[src/rtl/core_isa_pkg.sv]
`default_nettype none

package core_isa_pkg;

    parameter int xlen     = 32;
    parameter int num_regs = 16;

    typedef logic [3:0] reg_idx_t;

    typedef enum logic [3:0] {
        op_alu    = 4'h0,
        op_addi   = 4'h1,
        op_lw     = 4'h2,
        op_sw     = 4'h3,
        op_bne    = 4'h4,
        op_csrr   = 4'h5,
        op_ebreak = 4'h6
    } opcode_e;

    typedef enum logic [3:0] {
        fn_add = 4'h0,
        fn_sub = 4'h1,
        fn_and = 4'h2,
        fn_or  = 4'h3,
        fn_xor = 4'h4,
        fn_slt = 4'h5  // Signed compare.
    } alu_fn_e;

    localparam logic [19:0] csr_core_id = 20'h00f14;
    localparam logic [19:0] csr_instret = 20'h00c02;

    // Register format.
    typedef struct packed {
        opcode_e    opcode;
        reg_idx_t   rd;
        reg_idx_t   rs1;
        reg_idx_t   rs2;
        logic [11:0] unused;
        alu_fn_e    fn;
    } r_fmt_t;

    // Immediate format, also used by lw, sw, bne and csrr.
    typedef struct packed {
        opcode_e     opcode;
        reg_idx_t    rd;
        reg_idx_t    rs1;
        logic [19:0] imm20;
    } i_fmt_t;

    typedef union packed {
        r_fmt_t r;
        i_fmt_t i;
    } instr_u;

endpackage

`default_nettype wire

[src/rtl/core_pipe_pkg.sv]
`default_nettype none

package core_pipe_pkg;

    import core_isa_pkg::*;

    typedef struct packed {
        logic [xlen-1:0] start_pc;
    } base_dcrs_t;

    // **************************************************
    // Memory ports.
    // **************************************************

    typedef struct packed {
        logic        valid;
        logic [29:0] addr;  // Word address.
    } icache_req_t;

    typedef struct packed {
        logic            valid;
        logic [xlen-1:0] data;
    } icache_rsp_t;

    typedef struct packed {
        logic            valid;
        logic            write;
        logic [29:0]     addr;
        logic [xlen-1:0] wdata;
    } dcache_req_t;

    typedef struct packed {
        logic            valid;
        logic [xlen-1:0] data;
    } dcache_rsp_t;

    // **************************************************
    // Stage records.
    // **************************************************

    typedef struct packed {
        logic            valid;
        logic [xlen-1:0] pc;
        instr_u          instr;
    } fetch_rsp_t;

    typedef struct packed {
        logic            valid;
        logic [xlen-1:0] pc;
        opcode_e         opcode;
        alu_fn_e         fn;
        reg_idx_t        rd;
        reg_idx_t        rs1;
        reg_idx_t        rs2;
        logic [xlen-1:0] imm;
        logic            wb;
    } decode_t;

    typedef struct packed {
        logic            valid;
        logic [xlen-1:0] pc;
        opcode_e         opcode;
        alu_fn_e         fn;
        reg_idx_t        rd;
        logic [xlen-1:0] opa;
        logic [xlen-1:0] opb;  // Store data for sw.
        logic [xlen-1:0] imm;
        logic            wb;
    } exec_req_t;

    typedef struct packed {
        logic            valid;
        reg_idx_t        rd;
        logic            wb;
        logic [xlen-1:0] data;
    } commit_t;

    typedef struct packed {
        logic            valid;
        logic            taken;
        logic [xlen-1:0] target;
    } branch_ctl_t;

endpackage

`default_nettype wire

[src/rtl/core_commit.sv]
`timescale 1ns/10ps
`default_nettype none

module core_commit (
    input  wire                         clk,
    input  wire                         rst_n,
    input  wire core_pipe_pkg::commit_t     alu_commit,
    input  wire core_pipe_pkg::commit_t     ld_commit,
    input  wire                         st_done,
    output core_pipe_pkg::commit_t      writeback,
    output logic [core_isa_pkg::xlen-1:0] instret
);
    import core_isa_pkg::*;
    import core_pipe_pkg::*;

    commit_t nxt;

    // At most one unit is valid in any cycle.
    always_comb begin
        nxt = '0;
        if (alu_commit.valid) begin
            nxt = alu_commit;
        end else if (ld_commit.valid) begin
            nxt = ld_commit;
        end else if (st_done) begin
            nxt.valid = 1'b1;  // A store retires and writes nothing.
        end
    end

    always_ff @(posedge clk or negedge rst_n) begin
        if (!rst_n) begin
            writeback <= '0;
            instret   <= '0;
        end else begin
            writeback <= nxt;
            if (nxt.valid) begin
                instret <= instret + xlen'(1);
            end
        end
    end

endmodule

`default_nettype wire

[src/rtl/core_decode.sv]
`timescale 1ns/10ps
`default_nettype none

module core_decode (
    input  wire                         clk,
    input  wire                         rst_n,
    input  wire core_pipe_pkg::fetch_rsp_t  fetch_rsp,
    input  wire                         stall,
    output core_pipe_pkg::decode_t      decode
);
    import core_isa_pkg::*;
    import core_pipe_pkg::*;

    instr_u  word;
    decode_t d_next;

    assign word = fetch_rsp.instr;

    always_comb begin
        d_next        = '0;
        d_next.valid  = fetch_rsp.valid;
        d_next.pc     = fetch_rsp.pc;
        d_next.opcode = word.r.opcode;
        d_next.fn     = word.r.fn;
        d_next.rd     = word.r.rd;
        d_next.rs1    = word.r.rs1;
        d_next.rs2    = word.r.rs1;  // Unused second source repeats rs1.
        d_next.imm    = {{(xlen-20){word.i.imm20[19]}}, word.i.imm20};
        case (word.r.opcode)
            op_alu: begin
                d_next.rs2 = word.r.rs2;
                d_next.wb  = 1'b1;
            end
            op_sw, op_bne: begin
                d_next.rs2 = word.i.rd;  // Store data or compare source.
            end
            op_addi, op_lw, op_csrr: begin
                d_next.wb = 1'b1;
            end
            default: begin
                d_next.wb = 1'b0;
            end
        endcase
    end

    always_ff @(posedge clk or negedge rst_n) begin
        if (!rst_n) begin
            decode <= '0;
        end else if (!stall) begin
            decode <= d_next;
        end
    end

endmodule

`default_nettype wire

[src/rtl/core_execute.sv]
`timescale 1ns/10ps
`default_nettype none

module core_execute #(
    parameter int core_id = 0
) (
    input  wire                         clk,
    input  wire                         rst_n,
    input  wire core_pipe_pkg::exec_req_t   exec_req,
    input  wire [core_isa_pkg::xlen-1:0]    instret,
    output core_pipe_pkg::dcache_req_t  dcache_req,
    input  wire core_pipe_pkg::dcache_rsp_t dcache_rsp,
    output core_pipe_pkg::branch_ctl_t  branch_ctl,
    output core_pipe_pkg::commit_t      alu_commit,
    output core_pipe_pkg::commit_t      ld_commit,
    output logic                        st_done,
    output logic                        busy,
    output logic                        sim_ebreak
);
    import core_isa_pkg::*;

    logic            is_ls;
    logic            is_mem;
    logic [xlen-1:0] alu_res;
    logic [xlen-1:0] csr_res;
    logic [xlen-1:0] result;
    logic [xlen-1:0] mem_addr;
    logic            lsu_pending;
    logic            lsu_write;
    reg_idx_t        lsu_rd;

    assign is_ls    = (exec_req.opcode == op_lw) || (exec_req.opcode == op_sw);
    assign is_mem   = exec_req.valid && is_ls;
    assign busy     = lsu_pending || is_mem;
    assign mem_addr = exec_req.opa + exec_req.imm;

    always_comb begin
        case (exec_req.fn)
            fn_add:  alu_res = exec_req.opa + exec_req.opb;
            fn_sub:  alu_res = exec_req.opa - exec_req.opb;
            fn_and:  alu_res = exec_req.opa & exec_req.opb;
            fn_or:   alu_res = exec_req.opa | exec_req.opb;
            fn_xor:  alu_res = exec_req.opa ^ exec_req.opb;
            fn_slt:  alu_res = xlen'($signed(exec_req.opa) < $signed(exec_req.opb));
            default: alu_res = '0;
        endcase
    end

    // An instruction still in alu_commit has not reached instret yet.
    always_comb begin
        case (exec_req.imm[19:0])
            csr_core_id: csr_res = xlen'(core_id);
            csr_instret: csr_res = instret + xlen'(alu_commit.valid);
            default:     csr_res = '0;
        endcase
    end

    always_comb begin
        case (exec_req.opcode)
            op_addi: result = exec_req.opa + exec_req.imm;
            op_csrr: result = csr_res;
            default: result = alu_res;
        endcase
    end

    always_ff @(posedge clk or negedge rst_n) begin
        if (!rst_n) begin
            alu_commit  <= '0;
            branch_ctl  <= '0;
            dcache_req  <= '0;
            ld_commit   <= '0;
            st_done     <= 1'b0;
            lsu_pending <= 1'b0;
            lsu_write   <= 1'b0;
            lsu_rd      <= '0;
            sim_ebreak  <= 1'b0;
        end else begin
            alu_commit.valid <= exec_req.valid && !is_ls;
            alu_commit.rd    <= exec_req.rd;
            alu_commit.wb    <= exec_req.wb;
            alu_commit.data  <= result;

            branch_ctl.valid  <= exec_req.valid && (exec_req.opcode == op_bne);
            branch_ctl.taken  <= exec_req.opa != exec_req.opb;
            branch_ctl.target <= exec_req.pc + {exec_req.imm[xlen-3:0], 2'b00};

            if (exec_req.valid && exec_req.opcode == op_ebreak) begin
                sim_ebreak <= 1'b1;  // Sticky until reset.
            end

            // **************************************************
            // Load/store unit, one access at a time.
            // **************************************************
            dcache_req.valid <= is_mem;
            if (is_mem) begin
                dcache_req.write <= exec_req.opcode == op_sw;
                dcache_req.addr  <= mem_addr[xlen-1:2];
                dcache_req.wdata <= exec_req.opb;
                lsu_pending      <= 1'b1;
                lsu_write        <= exec_req.opcode == op_sw;
                lsu_rd           <= exec_req.rd;
            end

            ld_commit.valid <= 1'b0;
            st_done         <= 1'b0;
            if (lsu_pending && dcache_rsp.valid) begin
                lsu_pending     <= 1'b0;
                ld_commit.valid <= !lsu_write;
                ld_commit.rd    <= lsu_rd;
                ld_commit.wb    <= 1'b1;
                ld_commit.data  <= dcache_rsp.data;
                st_done         <= lsu_write;
            end
        end
    end

endmodule

`default_nettype wire

[src/rtl/core_fetch.sv]
`timescale 1ns/10ps
`default_nettype none

module core_fetch (
    input  wire                         clk,
    input  wire                         rst_n,
    input  wire core_pipe_pkg::base_dcrs_t  base_dcrs,
    output core_pipe_pkg::icache_req_t  icache_req,
    input  wire core_pipe_pkg::icache_rsp_t icache_rsp,
    input  wire                         stall,
    input  wire core_pipe_pkg::branch_ctl_t branch_ctl,
    output core_pipe_pkg::fetch_rsp_t   fetch_rsp,
    output logic                        busy
);
    import core_isa_pkg::*;

    logic            pc_loaded;
    logic            pending;      // One request in flight.
    logic            branch_wait;
    logic            halted;
    logic [xlen-1:0] pc;
    instr_u          rsp_word;
    logic            req_go;

    assign rsp_word = icache_rsp.data;

    // Only request into an empty fetch_rsp, so a late response is never lost.
    assign req_go = pc_loaded && !pending && !branch_wait && !halted
                    && !stall && !fetch_rsp.valid;

    assign busy = (pc_loaded && !halted) || pending || fetch_rsp.valid || stall;

    always_ff @(posedge clk or negedge rst_n) begin
        if (!rst_n) begin
            pc_loaded   <= 1'b0;
            pending     <= 1'b0;
            branch_wait <= 1'b0;
            halted      <= 1'b0;
            pc          <= '0;
            icache_req  <= '0;
            fetch_rsp   <= '0;
        end else begin
            if (!pc_loaded) begin
                pc        <= base_dcrs.start_pc;  // Start PC from the DCR.
                pc_loaded <= 1'b1;
            end else if (branch_ctl.valid && branch_ctl.taken) begin
                pc <= branch_ctl.target;
            end else if (req_go) begin
                pc <= pc + xlen'(4);
            end

            icache_req.valid <= req_go;
            if (req_go) begin
                icache_req.addr <= pc[xlen-1:2];
                pending         <= 1'b1;
            end else if (icache_rsp.valid) begin
                pending <= 1'b0;
            end

            if (icache_rsp.valid && pending) begin
                fetch_rsp.valid <= 1'b1;
                fetch_rsp.pc    <= {icache_req.addr, 2'b00};
                fetch_rsp.instr <= rsp_word;
                halted          <= halted || (rsp_word.r.opcode == op_ebreak);
            end else if (!stall) begin
                fetch_rsp.valid <= 1'b0;
            end

            // No fetch past a bne until execute resolves it.
            if (icache_rsp.valid && pending && rsp_word.r.opcode == op_bne) begin
                branch_wait <= 1'b1;
            end else if (branch_ctl.valid) begin
                branch_wait <= 1'b0;
            end
        end
    end

endmodule

`default_nettype wire

[src/rtl/core_issue.sv]
`timescale 1ns/10ps
`default_nettype none

module core_issue (
    input  wire                        clk,
    input  wire                        rst_n,
    input  wire core_pipe_pkg::decode_t    decode,
    input  wire                        exec_busy,
    input  wire core_pipe_pkg::commit_t    writeback,
    output logic                       stall,
    output core_pipe_pkg::exec_req_t   exec_req,
    output logic [core_isa_pkg::num_regs-1:0][core_isa_pkg::xlen-1:0] reg_values
);
    import core_isa_pkg::*;
    import core_pipe_pkg::*;

    decode_t             held;
    logic [num_regs-1:0] sb;      // Registers with a write in flight.
    logic                hazard;

    // RAW on both sources, WAW on the destination.
    assign hazard = sb[held.rs1] || sb[held.rs2] || (held.wb && sb[held.rd]);
    assign stall  = held.valid && (hazard || exec_busy);

    always_ff @(posedge clk or negedge rst_n) begin
        if (!rst_n) begin
            held       <= '0;
            exec_req   <= '0;
            sb         <= '0;
            reg_values <= '0;
        end else begin
            // **************************************************
            // Writeback port.
            // **************************************************
            if (writeback.valid && writeback.wb) begin
                reg_values[writeback.rd] <= writeback.data;
                sb[writeback.rd]         <= 1'b0;
            end

            // **************************************************
            // Operand read and dispatch.
            // **************************************************
            if (!stall) begin
                held           <= decode;
                exec_req.valid <= held.valid;
                exec_req.pc    <= held.pc;
                exec_req.opcode <= held.opcode;
                exec_req.fn    <= held.fn;
                exec_req.rd    <= held.rd;
                exec_req.opa   <= reg_values[held.rs1];
                exec_req.opb   <= reg_values[held.rs2];
                exec_req.imm   <= held.imm;
                exec_req.wb    <= held.wb;
                if (held.valid && held.wb) begin
                    sb[held.rd] <= 1'b1;
                end
            end else begin
                exec_req.valid <= 1'b0;
            end
        end
    end

endmodule

`default_nettype wire

[src/rtl/core_top.sv]
`timescale 1ns/10ps
`default_nettype none

module core_top #(
    parameter int core_id = 0
) (
    input  wire                         clk,
    input  wire                         rst_n,
    input  wire core_pipe_pkg::base_dcrs_t  dcr_base,
    output core_pipe_pkg::icache_req_t  icache_req,
    input  wire core_pipe_pkg::icache_rsp_t icache_rsp,
    output core_pipe_pkg::dcache_req_t  dcache_req,
    input  wire core_pipe_pkg::dcache_rsp_t dcache_rsp,
    output logic                        sim_ebreak,
    output logic [core_isa_pkg::num_regs-1:0][core_isa_pkg::xlen-1:0] sim_wb_value,
    output logic                        busy
);
    import core_isa_pkg::*;
    import core_pipe_pkg::*;

    base_dcrs_t      base_dcrs;
    fetch_rsp_t      fetch_rsp;
    decode_t         decode;
    exec_req_t       exec_req;
    branch_ctl_t     branch_ctl;
    commit_t         alu_commit;
    commit_t         ld_commit;
    commit_t         writeback;
    logic            st_done;
    logic            stall;
    logic            exec_busy;
    logic [xlen-1:0] instret;

    always_ff @(posedge clk) begin
        base_dcrs <= dcr_base;
    end

    core_fetch u_fetch (
        .clk        (clk),
        .rst_n      (rst_n),
        .base_dcrs  (base_dcrs),
        .icache_req (icache_req),
        .icache_rsp (icache_rsp),
        .stall      (stall),
        .branch_ctl (branch_ctl),
        .fetch_rsp  (fetch_rsp),
        .busy       (busy)
    );

    core_decode u_decode (
        .clk        (clk),
        .rst_n      (rst_n),
        .fetch_rsp  (fetch_rsp),
        .stall      (stall),
        .decode     (decode)
    );

    core_issue u_issue (
        .clk        (clk),
        .rst_n      (rst_n),
        .decode     (decode),
        .exec_busy  (exec_busy),
        .writeback  (writeback),
        .stall      (stall),
        .exec_req   (exec_req),
        .reg_values (sim_wb_value)
    );

    core_execute #(
        .core_id    (core_id)
    ) u_execute (
        .clk        (clk),
        .rst_n      (rst_n),
        .exec_req   (exec_req),
        .instret    (instret),
        .dcache_req (dcache_req),
        .dcache_rsp (dcache_rsp),
        .branch_ctl (branch_ctl),
        .alu_commit (alu_commit),
        .ld_commit  (ld_commit),
        .st_done    (st_done),
        .busy       (exec_busy),
        .sim_ebreak (sim_ebreak)
    );

    core_commit u_commit (
        .clk        (clk),
        .rst_n      (rst_n),
        .alu_commit (alu_commit),
        .ld_commit  (ld_commit),
        .st_done    (st_done),
        .writeback  (writeback),
        .instret    (instret)
    );

endmodule

`default_nettype wire

[config.mk]
export PLATFORM = sky130hd
export DESIGN_NAME = core_top
export DESIGN_NICKNAME = d
export VERILOG_FILES = /design/src/rtl/core_isa_pkg.sv /design/src/rtl/core_pipe_pkg.sv /design/src/rtl/core_commit.sv /design/src/rtl/core_decode.sv /design/src/rtl/core_execute.sv /design/src/rtl/core_fetch.sv /design/src/rtl/core_issue.sv /design/src/rtl/core_top.sv
export SDC_FILE = /design/constraint.sdc
export NUM_CORES = 2
export LEC_CHECK = 0
export BUFFER_PORTS_ARGS = -buffer_cell sky130_fd_sc_hd__buf_2
export CAP_MARGIN = 10
export CORE_ASPECT_RATIO = 1.75
export CORE_MARGIN = 2
export CORE_UTILIZATION = 36
export CTS_CLUSTER_DIAMETER = 60
export DETAILED_ROUTE_END_ITERATION = 8
export GPL_TIMING_DRIVEN = 1
export PLACE_DENSITY = 0.52
export SLEW_MARGIN = 20
export SYNTH_ARGS = -nofsm -noshare
export SYNTH_HDL_FRONTEND = slang
export SYNTH_SLANG_ARGS = --single-unit
[constraint.sdc]
create_clock -name clk -period 7.3 [get_ports clk]
set_clock_uncertainty 0.1 [all_clocks]
set_input_delay 1.46 -clock clk [delete_from_list [all_inputs] [get_ports clk]]
set_output_delay 1.46 -clock clk [all_outputs]
set_load 0.005 [all_outputs]
**Word level (Yosys, flattened, before mapping)**

Cells that the tools add are included.

- Register bits: 1213
- Bits of input ports: 100
- Output and inout bits: 609
- Logic and storage cells: 207

- Add/subtract/negate cells: 7
- $lt $le $gt $ge: 7
- Eq/ne operators: 22
- Multiplexer cells: 43
- Bitwise gates (word level): 6
- Reduce and logical (&&, ||, !) cells: 43

Operators with widths:

| kind | count |
|---|---|
| 512-bit bitwise mux | 1 |
| 32-bit binary-select mux with 4-bit select | 2 |
| 32-bit 2-to-1 mux | 7 |
| 32-bit one-hot mux with 6 select lines | 1 |
| 32-bit demux with 4-bit select | 1 |
| 32-bit adder | 3 |
| 38-bit 2-to-1 mux | 2 |
| 32-bit one-hot mux with 2 select lines | 1 |
| 16-bit 2-to-1 mux | 3 |
| 37-bit 2-to-1 mux | 1 |
| 4-bit by 3-bit == test with 1-bit output (second input constant) | 9 |
| 32-bit by 1-bit adder with 32-bit output | 1 |
| 32-bit by 1-bit adder with 32-bit output (second input constant) | 1 |
| 32-bit by 3-bit adder with 32-bit output (second input constant) | 1 |
| 32-bit AND | 1 |
| 32-bit < comparator | 1 |
| 32-bit != test | 1 |
| 32-bit OR | 1 |
| 32-bit subtractor | 1 |
| 32-bit bitwise XOR | 1 |
| 4-bit by 2-bit == test with 1-bit output (second input constant) | 6 |
| 20-bit by 12-bit == test with 1-bit output (second input constant) | 1 |
| 1-bit logical AND | 20 |
| 4-bit by 5-bit < comparator with 1-bit output (second input constant) | 4 |
| 17 further kinds | 57 |

**Longest topological paths before layout**

- Depth in word-level cells: 12
- Mapped depth: 14
- Gate-level depth less buffers: 14

**By module**

A second synthesis with hierarchy kept.

- Cell total of the unflattened synthesis: 4783
- Area, all modules: 62866.5 µm²

By module, submodules not included:

| module | times used | cells an instance | area an instance (µm²) | seq. area each (µm²) |
|---|---|---|---|---|
| core_issue | 1 | 2125 | 36243.5 | 18918.1 |
| core_execute | 1 | 1692 | 14463.9 | 4529.3 |
| core_fetch | 1 | 525 | 5808.1 | 3203.1 |
| core_decode | 1 | 194 | 2915.3 | 1751.7 |
| core_commit | 1 | 215 | 2795.2 | 1751.7 |
| core_top | 1 | 32 | 640.6 | 640.6 |

**Worst setup path after synthesis**

No wires, ideal clock.

- Path type: flip-flop to output port
- From: reg u_issue.held[33] (netlist bit)
- To: out busy
- Arrival: 2.670 ns
- Required time: 5.740 ns
- Slack: 3.070 ns
- Cell stages (with the launch flop): 12
- Buffers on the path: 5
- Cells stage by stage: dfrtp_1 > clkbuf_1 > mux4_2 > nor2b_1 > a211oi_1 > a21oi_1 > o41ai_4 > buf_4 > buf_4 > buf_4 > buf_4 > nand3_1

- Longest elaborated chain between the ends: 7

RTL lines:

| element | line | text |
|---|---|---|
| start: declaration | core_issue.sv:17 | `decode_t held;` |
| start signal: assignment | core_issue.sv:44 | `held <= decode;` |
| 1-bit binary-select mux with 4-bit select | core_issue.sv:22 | `assign hazard = sb[held.rs1] \|\| sb[held.rs2] \|\| (held.wb && sb[held.rd]);` |
| 1-bit 2-to-1 mux (not written as such) | core_issue.sv:22 |  |
| 1-bit logical OR (2 in a row) | core_issue.sv:22 |  |
| 1-bit logical OR | core_issue.sv:23 | `assign stall = held.valid && (hazard \|\| exec_busy);` |
| 1-bit logical AND | core_issue.sv:23 |  |
| 1-bit logical OR | core_fetch.sv:31 | `assign busy = (pc_loaded && !halted) \|\| pending \|\| fetch_rsp.valid \|\| stall;` |
| end: declaration | core_top.sv:16 | `output logic busy` |

Every way passes these cells. The select of a mux whose other input is x is not followed.

**Worst setup path in the final report**

Ends and elaborated chain as after synthesis.

==> results.md <==
* Peak supply drop at 273.7 µV
* Synth Instances at 4778
* Hold Crit Class: flip-flop to flip-flop
* Num rows at 199
* Chain of cells forming the critical path: mux4_2 -> nor2b_1 -> a211oi_1 -> a21oi_1 -> o41ai_4 -> nand3_1 -> buf_2
* Final hold viol count at 0
* Async SR Flop Fraction at 97.49%
* Prevailing post-synth register cell: dfrtp_1
* Worst slew pin tran at 1.060 ns
* Number of flops mapped to enable cells by yosys at 0
* Outcome: completed
* Htree depth at 3
* Die X at 315.2 µm
* # fillers at 15990
* First-pass GRT wire length at 322.2 mm
* Most common cell after layout, fill and taps aside: dfrtp_1
* Nets at 5620
* Post-Layout Cell Count at 7669
* Slew margin rel. at 29.35%
* Synth top area share at 47.78%
* Final Max Slew Viols at 0
* FF+latch area at 0.02978 mm²
* Routability cong. at 0.9228
* Part of the Yosys area used for sequential elements at 48.76%
* Final HPWL DP at 160.1 mm
* Hold_buf cts at 0
* Cell variety after synth at 83
* Area of the multi-input gates at 0.02954 mm²
* Hold Path Stages at 0
* DP Cell Count at 7438
* Starting Density at 36.30%
* WL per Instance at 28.85 µm
* CTS tree: built
* Via density at 5.596
* Post-Syn Area at 0.06102 mm²
* Syn Nets at 5048
* Post-CTS setup buffer count at 0
* Grt total ovfl at 0
* Fmax at 0.1783 GHz
* Largest net degree at the start of global routing at 177
* Dpl ws at 2.366 ns
* Worst-path fanout max at 34
* Arrival time worst endpoint at 4.05 ns
* Commonest cells after routing, fill and taps aside: dfrtp_1 (1155), mux2_2 (733), buf_2 (705)
* Min-delay src: u_issue.exec_req[0]$_DFFE_PN0N_
* Clk root buf: clkbuf_16
* YS warnings at 0
* Post-CTS Resized at 0
* DR pass1 iterations at 5
* Max Cap Viol at 0
* Synth area leaders: dfrtp_1 (48%), mux2_2 (14%), mux4_2 (12%)
* Setup ws final at 1.692 ns
* Critical path data required time at 5.74 ns
* Gr usage total at 25.41%
* #FFs+latches synth at 1195
* Antenna violations before repair at 19
* Core Box Area at 0.1681 mm²
* Uppermost layer routed: met5
* Initial DRC Count at 2808
* Die ar. at 0.1729 mm²
* Crit path kind: flip-flop to primary output
* Layout cells sized above 1 at 38.72%
* Number of port buffers at 706
* CP max stage cell: dfrtp_4
* WL met3 at 18.10 mm
* Setup TNS at 0 ns
* Met2 WL at 109.7 mm
* Synth Area per Inst at 12.77 µm²
* Final Critical Period at 5.608 ns
* Post-synth top area cell: dfrtp_1
* Chip Height at 548.6 µm
* Util after Layout at 42.26%
* Post-route ant nets at 0
* Launch point of the worst path: u_issue.held[33]$_DFFE_PN0N_
* Total power at 21.81 mW
* # DRC at 0
* Worst stage delay on the critical path at 0.92 ns
* Unrepaired setup endpoints after global routing: no
* CTS sink cnt at 1195
* Worst-Skew Late Latency at 0.78 ns
* Leakage at 33.57 nW
* R2R cell count at 10
* # setup viols final at 0
* Post-Route M1 WL at 82.44 mm
* Area grow syn2layout at 16.40%
* Vias in the first global route at 45200
* Clock buffer depth at 3
* Reg clk slew, reported paths at 0.06 ns
* DR vias at 42910
* WL final at 221.3 mm
* Inserted Clock Buffers at 120
* CP startpoint kind: flip-flop
* Final period utilization at 76.82%
* Crit path capture type: primary output
* R2r startpoint: u_issue.held[33]$_DFFE_PN0N_
* Pwr dens at 307.1 mW/mm²
* Ports at 709
==> metal layers <==
layer / up-vias / GRT usage (%)
met3: 381 / 8.042
met2: 1363 / 43.51
met5: - / 0
met4: 18 / 10.98
met1: 22410 / 28.94
li1: 18750 / -
==> synthesized netlist by cell type (all sizes together), types with 14 or more instances <==
master  instances
dfrtp        1165
mux2          837
mux4          334
nand2         319
o21ai         260
clkbuf        247
nor2          234
a21oi         176
ha            166
inv           130
xnor2          80
buf            78
xor2           69
nor3           61
nand3          55
a22o           43
a21o           39
dfxtp          30
mux2i          30
nor2b          27
nand4          25
nand2b         23
o21bai         23
a221oi         22
a22oi          20
and3           20
and2           19
a31oi          17
a211oi         16
nor4           16
o221ai         14
o31ai          14
==> per-stage QoR <==
stage / instance area (µm²) / hold WS, ns
2_1_floorplan: 61020 / 0.2501
3_3_place_gp: 66730 / 0.2585
3_5_place_dp: 66730 / 0.2613
4_1_cts: 70970 / 0.2754
5_1_grt: 71000 / 0.2805
6_report: 71020 / 0.2727
==> critical path, delay by kind of cell, from the launching register on <==
family / cells / cell delay, ns
AOI/OAI and AO/OA: 3 / 1.24
DFF: 1 / 0.92
muxes: 1 / 0.58
and+or+nand+nor: 2 / 0.37
buffers and inverters: 1 / 0.20
==> layout make-up <==
| class | instances | share of cell area [%] |
|---|---|---|
| diodes | 8 | 0.02819 |
| clock buffers | 161 | 4.825 |
| clock inverters | 61 | 1.156 |
| inverters | 130 | 0.6871 |
| multi-input cells | 3128 | 41.59 |
| flip-flops and latches | 1195 | 41.93 |
| well taps | 2211 | 3.895 |
| repair buffers | 775 | 5.895 |
==> where the power goes <==
| part | switching, mW | total, mW | internal, mW | leakage [nW] |
|---|---|---|---|---|
| Clock | 2.93 | 6.71 | 3.79 | 2.06 |
| Combinational | 3.30 | 5.92 | 2.63 | 15.8 |
| Sequential | 1.32 | 9.18 | 7.86 | 15.7 |
| Total | 7.55 | 21.8 | 14.3 | 33.6 |
==> path summary, 6_finish.rpt <==
path | endpoint | slack, ns
setup reg to reg | u_fetch.pc[24]$_DFFE_PN0P_ | 2.55
setup / recovery | busy | 1.69
hold / removal | u_execute.alu_commit[32]$_DFF_PN0_ | 0.27
max in group asynchronous | u_issue.held[33]$_DFFE_PN0N_ | 4.86
min in group asynchronous | u_issue.reg_values[393]$_DFFE_PN0P_ | 0.51
hold reg to reg | u_execute.alu_commit[32]$_DFF_PN0_ | 0.27
==> logic make-up (layout without fill, tap and decap cells) <==
logic type,count (synthesis),after routing,share of synthesized area (%)
mux,1201,1201,28.27
flops,1195,1195,48.76
simple gates,849,849,6.320
compound gates,758,758,7.907
buf+inv,455,1127,3.062
fa+ha+maj,170,170,3.535
xor+xnor,149,149,2.139
other cells,1,9,0.006146
==> sequential cells by signal, indices dropped and copies added (netlist names), 4 cells and up <==
| name | count |
|---|---|
| u_commit.instret | 32 |
| u_execute.branch_ctl | 32 |
| u_execute.ld_commit | 38 |
| base_dcrs | 30 |
| u_execute.lsu_rd | 4 |
| u_decode.decode | 68 |
| u_execute.alu_commit | 38 |
| u_execute.dcache_req | 64 |
| u_fetch.pc | 30 |
| u_fetch.fetch_rsp | 63 |
| u_issue.reg_values | 512 |
| u_issue.exec_req | 124 |
| u_issue.held | 68 |
| u_commit.writeback | 38 |
| u_fetch.icache_req | 31 |
| u_issue.sb | 16 |
Power figures use the tool's default switching activity.
